$ cat config.mk
export PLATFORM = sky130hd
export DESIGN_NAME = serdes_rx
export DESIGN_NICKNAME = d
export VERILOG_FILES = /design/src/logic/serdes_pkg.sv /design/src/logic/serdes_crc16.sv /design/src/logic/serdes_rx.sv
export SDC_FILE = /design/constraint.sdc
export NUM_CORES = 1
export LEC_CHECK = 0
export BUFFER_PORTS_ARGS = -buffer_cell sky130_fd_sc_hd__buf_2
export CORE_MARGIN = 10
export CORE_UTILIZATION = 60
export CTS_BUF_LIST = sky130_fd_sc_hd__clkbuf_4
export CTS_CLUSTER_SIZE = 16
export DETAILED_ROUTE_END_ITERATION = 8
export PLACE_DENSITY = 0.84
export SYNTH_ARGS = -nofsm -noshare
export SYNTH_HDL_FRONTEND = slang
export SYNTH_SLANG_ARGS = --single-unit
$ cat constraint.sdc
create_clock -name clk -period 10.9 [get_ports clk]
set_clock_uncertainty 0.1 [all_clocks]
set_input_delay 2.18 -clock clk [delete_from_list [all_inputs] [get_ports clk]]
set_output_delay 2.18 -clock clk [all_outputs]
set_load 0.1 [all_outputs]
$ cat src/logic/serdes_pkg.sv
// SERDES link shared definitions
`default_nettype none

package serdes_pkg;

   // Lane and stream widths
   localparam int lane_w = 16;
   localparam int stream_w = 32;

   // FIFO depth as log2, 512 entries
   localparam int fifo_aw = 9;

   // Wait count load after the CRC word, gives 16 idle words
   localparam logic [3:0] gap_len = 4'd15;

   // Control symbols
   // K28.5 comma
   localparam logic [7:0] k_comma = 8'hBC;
   // K28.6 frame start
   localparam logic [7:0] k_pkt_start = 8'hDC;
   // K28.4 frame end
   localparam logic [7:0] k_pkt_end = 8'h9C;
   // K28.2 and K28.3 flow-control ordered sets
   localparam logic [7:0] k_xon = 8'h5C;
   localparam logic [7:0] k_xoff = 8'h7C;

   // D5.6 filler that pairs with the comma on idle
   localparam logic [7:0] d_56 = 8'hC5;

   // CRC start value
   localparam logic [15:0] crc_init = 16'hFFFF;

endpackage

`default_nettype wire

$ cat src/logic/serdes_crc16.sv
// CRC-16 CCITT next-state logic
`timescale 1ns/100ps
`default_nettype none

module serdes_crc16
(
   input  logic [15:0] data_i,
   input  logic [15:0] crc_i,
   output logic [15:0] crc_o
);

   // x^16 + x^12 + x^5 + 1, one data bit per iteration, MSB first
   always_comb
   begin
      logic [15:0] c;
      logic fb;
      integer i;
      c = crc_i;
      for (i = 15; i >= 0; i = i - 1)
      begin
         fb = c[15] ^ data_i[i];
         c = {c[14:0], 1'b0};
         if (fb)
         begin
            c = c ^ 16'h1021;
         end
      end
      crc_o = c;
   end

endmodule

`default_nettype wire

$ cat src/logic/serdes_rx.sv
// SERDES receive deframer
`timescale 1ns/100ps
`default_nettype none

module serdes_rx
(
   input  logic                            clk,
   input  logic                            rst,
   input  logic [serdes_pkg::lane_w-1:0]   ser_t_i,
   input  logic [1:0]                      ser_tk_i,
   output logic [serdes_pkg::stream_w-1:0] wr_dat_o,
   output logic                            wr_sop_o,
   output logic                            wr_eop_o,
   output logic                            wr_valid_o,
   output logic                            crc_ok_o,
   output logic                            crc_err_o,
   output logic                            rx_xon_o,
   output logic                            rx_xoff_o
);

   logic is_start;
   logic is_end;
   logic is_xon;
   logic is_xoff;
   logic is_data;
   logic in_frame;
   logic crc_pending;
   logic half_valid;
   logic [serdes_pkg::lane_w-1:0] low_half;
   logic held_valid;
   logic held_sop;
   logic [serdes_pkg::stream_w-1:0] held_dat;
   logic next_sop;
   logic [15:0] crc;
   logic [15:0] crc_next;

   // Symbol decode, both bytes must carry the same K code
   assign is_start = (ser_tk_i == 2'b11) &&
                     (ser_t_i == {serdes_pkg::k_pkt_start, serdes_pkg::k_pkt_start});
   assign is_end = (ser_tk_i == 2'b11) &&
                   (ser_t_i == {serdes_pkg::k_pkt_end, serdes_pkg::k_pkt_end});
   assign is_xon = (ser_tk_i == 2'b11) &&
                   (ser_t_i == {serdes_pkg::k_xon, serdes_pkg::k_xon});
   assign is_xoff = (ser_tk_i == 2'b11) &&
                    (ser_t_i == {serdes_pkg::k_xoff, serdes_pkg::k_xoff});
   assign is_data = (ser_tk_i == 2'b00);

   serdes_crc16 crc_inst
   (
      .data_i (ser_t_i),
      .crc_i  (crc),
      .crc_o  (crc_next)
   );

   always_ff @(posedge clk)
   begin
      if (rst)
      begin
         in_frame <= 1'b0;
         crc_pending <= 1'b0;
         half_valid <= 1'b0;
         held_valid <= 1'b0;
         next_sop <= 1'b0;
         wr_valid_o <= 1'b0;
         crc_ok_o <= 1'b0;
         crc_err_o <= 1'b0;
         rx_xon_o <= 1'b0;
         rx_xoff_o <= 1'b0;
      end
      else
      begin
         wr_valid_o <= 1'b0;
         crc_ok_o <= 1'b0;
         crc_err_o <= 1'b0;
         rx_xon_o <= is_xon;
         rx_xoff_o <= is_xoff;
         if (is_start)
         begin
            in_frame <= 1'b1;
            crc_pending <= 1'b0;
            half_valid <= 1'b0;
            held_valid <= 1'b0;
            next_sop <= 1'b1;
            crc <= serdes_pkg::crc_init;
         end
         else if (is_end && in_frame)
         begin
            // Held word is the last one of the frame
            in_frame <= 1'b0;
            crc_pending <= 1'b1;
            held_valid <= 1'b0;
            if (held_valid)
            begin
               wr_valid_o <= 1'b1;
               wr_dat_o <= held_dat;
               wr_sop_o <= held_sop;
               wr_eop_o <= 1'b1;
            end
         end
         else if (is_data && crc_pending)
         begin
            crc_pending <= 1'b0;
            crc_ok_o <= (ser_t_i == crc);
            crc_err_o <= (ser_t_i != crc);
         end
         else if (is_data && in_frame)
         begin
            crc <= crc_next;
            if (!half_valid)
            begin
               low_half <= ser_t_i;
               half_valid <= 1'b1;
            end
            else
            begin
               // Word complete, release the previous one
               half_valid <= 1'b0;
               if (held_valid)
               begin
                  wr_valid_o <= 1'b1;
                  wr_dat_o <= held_dat;
                  wr_sop_o <= held_sop;
                  wr_eop_o <= 1'b0;
               end
               held_dat <= {ser_t_i, low_half};
               held_sop <= next_sop;
               held_valid <= 1'b1;
               next_sop <= 1'b0;
            end
         end
      end
   end

endmodule

`default_nettype wire

==> results.py <==
metrics = {
    "worst_setup_path": {
        "cp_slowest_cell": "or2_1",
        "critical_path.cell_chain": "buf_2 -> and4bb_2 -> nand4_1 -> or2_1 -> nand2b_1 -> a211oi_4 -> buf_4",
        "worst_ep_arrival_time_ns": 4.55,
        "cp-startpoint": "ser_t_i[13]",
        "start_kind": "primary input",
        "worstRegToRegCells": 5,
        "crit_path_end": "wr_dat_o[16]",
        "path_class": "in2reg",
        "r2r_start": "in_frame",
        "end_kind": "register",
        "path_max_fanout": 29,
        "slowest_delay_ns": 0.57,
        "r2r_slack_ns": 8.29,
        "timing.rr.end": "wr_dat_o[16]",
        "worstPathRequired_ns": 10.93,
    },
    "detailed_routing": {
        "vias": 2023,
        "wl_per_cell_microns": 18.25,
        "remaining_drc_errors": 0,
        "drt_wl_total_mm": 6.900,
        "drt_iter0_markers": 147,
        "final_antenna_net_count": 0,
        "firstDrtPassIters": 4,
        "viasPerCell": 5.352,
    },
    "clocking": {
        "cts_setup_buffers": 0,
        "clock_path_buffers": 2,
        "cts_sinks": 109,
        "htreeDepth": 3,
        "clock_latency_ns": 0.45,
        "ctsHoldBuffers": 0,
        "numCtsBuffers": 9,
        "clk_pin_slew_ns": 0.16,
        "cts_tree": "done",
        "cts.repair.resized": 0,
        "root_buffer": "clkbuf_4",
    },
    "timing": {
        "hold_viol": 0,
        "slew_viol_final": 0,
        "period_share": 0.4146,
        "period_needed_ns": 4.520,
        "setup_viol": 0,
        "clock.fmax_ghz": 0.2213,
        "tightest_slew_ns": 0.6857,
        "timing.hold.ws_ns": 0.3304,
        "timing.setup.tns_ns": 0,
        "relSlewSlack": 0.5429,
        "rsz0062_at_grt": "false",
    },
    "power_and_ir_drop": {
        "switching_share": 0.2390,
        "power_switching_uw": 170.0,
        "seqPwrFrac": 0.642,
        "fin_total_pwr_uw": 711.3,
        "power.density_mw_per_mm2": 152.7,
        "ir_drop_uv": 78.51,
        "combPwrFrac": 0.092,
        "internal_power_uw": 541.4,
        "power_frac_clock": 0.266,
        "p_leak_nw": 1.640,
    },
    "run": {
        "max_cap_viol_count": 0,
    },
    "die": {
        "die_area_sq_mm": 0.01051,
        "die_w_microns": 102.5,
        "start_util": 0.6082,
        "fp.dieH_microns": 102.5,
        "rows": 30,
        "coreArea_sq_mm": 0.006719,
        "io_pins": 59,
    },
    "global_route": {
        "grt_max_degree": 34,
        "grt_pass1_vias": 2060,
        "grt_pass1_wl_mm": 10.76,
        "antenna_found_initial": 0,
        "grt-ovfl-total": 0,
        "grt_usage": 0.1377,
    },
    "finish": {
        "fillers": 425,
        "nNetsFinal": 313,
        "syn_to_final_growth_pct": 14.02,
        "layout-drive-gt1-share": 0.3255,
        "n_antenna_cell": 0,
        "final_area_sq_mm": 0.004659,
        "final_core_util": 0.6935,
    },
    "yosys": {
        "yosys_warnings": 0,
        "synth_compound_area_frac": 0.01715,
        "synth_xor_area_frac": 0.1369,
        "ys_seq_area_frac": 0.7765,
        "synth.area.top_cells": "edfxtp_1 (73%), xnor2_1 (7.7%), dfxtp_1 (4.9%), xnor2_2 (3.6%), nand2_1 (2.1%)",
        "synth.top_cell.area_share": 0.7275,
        "ys_seq_elements": 109,
        "synth_top_area_cell": "edfxtp_1",
        "synth_cell_types": 28,
        "synthSimpleGateAreaFrac": 0.06461,
        "synth_area_sq_mm": 0.004086,
        "syn-num-nets": 243,
        "synth_fa_ha_area_frac": 0,
        "yosys-mux-area-fraction": 0,
        "syn_inst": 223,
        "avgSynthCellArea_sq_um": 18.32,
        "synth_top_family_by_area": "XOR/XNOR gates",
    },
    "placed_design": {
        "placed_cell_area_sq_mm": 0.004524,
        "gp_congestion": 0.8600,
        "io_buffers": 58,
        "place_hpwl_mm": 5.089,
    },
    "outcome": {
        "status": "finished clean",
    },
    "worst_hold_path": {
        "min_path_type": "reg2reg",
    },
}
[area by class of cell]
| class | count | area [sq um] | area share |
|---|---|---|---|
| tap | 80 | 100.1 | 0.02148 |
| sequential | 109 | 3173 | 0.6810 |
| clock buffer | 9 | 67.56 | 0.01450 |
| multi-input combinational | 109 | 923.4 | 0.1982 |
| inverter | 2 | 7.507 | 0.001611 |
| clock inverter | 7 | 67.56 | 0.01450 |
| timing repair buffer | 62 | 320.3 | 0.06874 |
[worst max-delay path, delay by kind of cell]
family                 cells  cell delay, ns
AND/OR/NAND/NOR            4            1.34
AO/OA/AOI/OAI              1            0.45
buffers and inverters      2            0.56
[layer usage]
| metal | part of all wire | GRT usage | wire [microns] |
|---|---|---|---|
| met1 | 0.41 | 0.1613 | 2800 |
| met2 | 0.54 | 0.2365 | 3693 |
| met3 | 0.048 | 0.03686 | 328 |
| met4 | 0.011 | 0.05315 | 78 |
| met5 | 0 | 0 | 0 |
[logic make-up (layout without fill, tap and decap cells)]
family	after synthesis	count (layout)
compound gates	11	11
xor+xnor	49	49
buf+inv	5	80
flops	109	109
simple gates	49	49
[power groups by stage]
stage / clock, mW / combinational (mW) / sequential, mW
after global routing: 0.207 / 0.0718 / 0.457
after global placement: 0 / 0.0628 / 0.466
after CTS: 0.192 / 0.0659 / 0.457
final: 0.189 / 0.0651 / 0.457
after detailed placement: 0 / 0.0649 / 0.466
after floorplan: 0 / 0.0484 / 0.466
[worst min path at each step]
stage                       startpoint           end  depth (start not counted)
after detailed placement   low_half[4]   held_dat[4]                          0
after global placement    held_dat[15]  wr_dat_o[15]                          0
after global routing      held_dat[23]  wr_dat_o[23]                          0
after floorplan            low_half[0]   held_dat[0]                          0
after CTS                 held_dat[23]  wr_dat_o[23]                          0
final                     held_dat[23]  wr_dat_o[23]                          0
[Yosys cell counts, drive strengths merged]
master,count
edfxtp,99
xnor2,45
nand2,23
dfxtp,10
nor2,6
nand4,5
a211oi,4
xor3,4
a21oi,3
nor3,3
and4b,2
and4bb,2
clkbuf,2
inv,2
o21ai,2
a221oi,1
a31oi,1
and3,1
buf,1
nand2b,1
nand3b,1
nor3b,1
nor4,1
nor4b,1
or2,1
or3b,1
[stage by stage]
step	instances	worst slack, ns
floorplan	223	4.817
global placement	362	6.000
detailed placement	362	5.883
CTS	378	6.385
global route	378	6.165
finish	378	6.380
[registers in the layout, indices dropped and copies added, names as in the netlist, 16 cells and up]
| name | cells |
|---|---|
| low_half | 16 |
| held_dat | 32 |
| crc | 16 |
| wr_dat_o | 32 |
[placed cells by master, fill, tap and decap left out, drive strengths merged]
cell type  synthesis  routed
a21oi              3       3
clkbuf             2       9
a211oi             4       4
nand3b             1       1
or2                1       1
buf                1      62
dfxtp             10      10
nor4b              1       1
nor4               1       1
nand4              5       5
edfxtp            99      99
o21ai              2       2
xor3               4       4
nor3b              1       1
or3b               1       1
a221oi             1       1
and4b              2       2
xnor2             45      45
nor2               6       6
clkinv             0       4
nand2             23      23
nand2b             1       1
and3               1       1
a31oi              1       1
and4bb             2       2
nor3               3       3
inv                2       5
No activity file was read; power rests on OpenSTA's default activity.
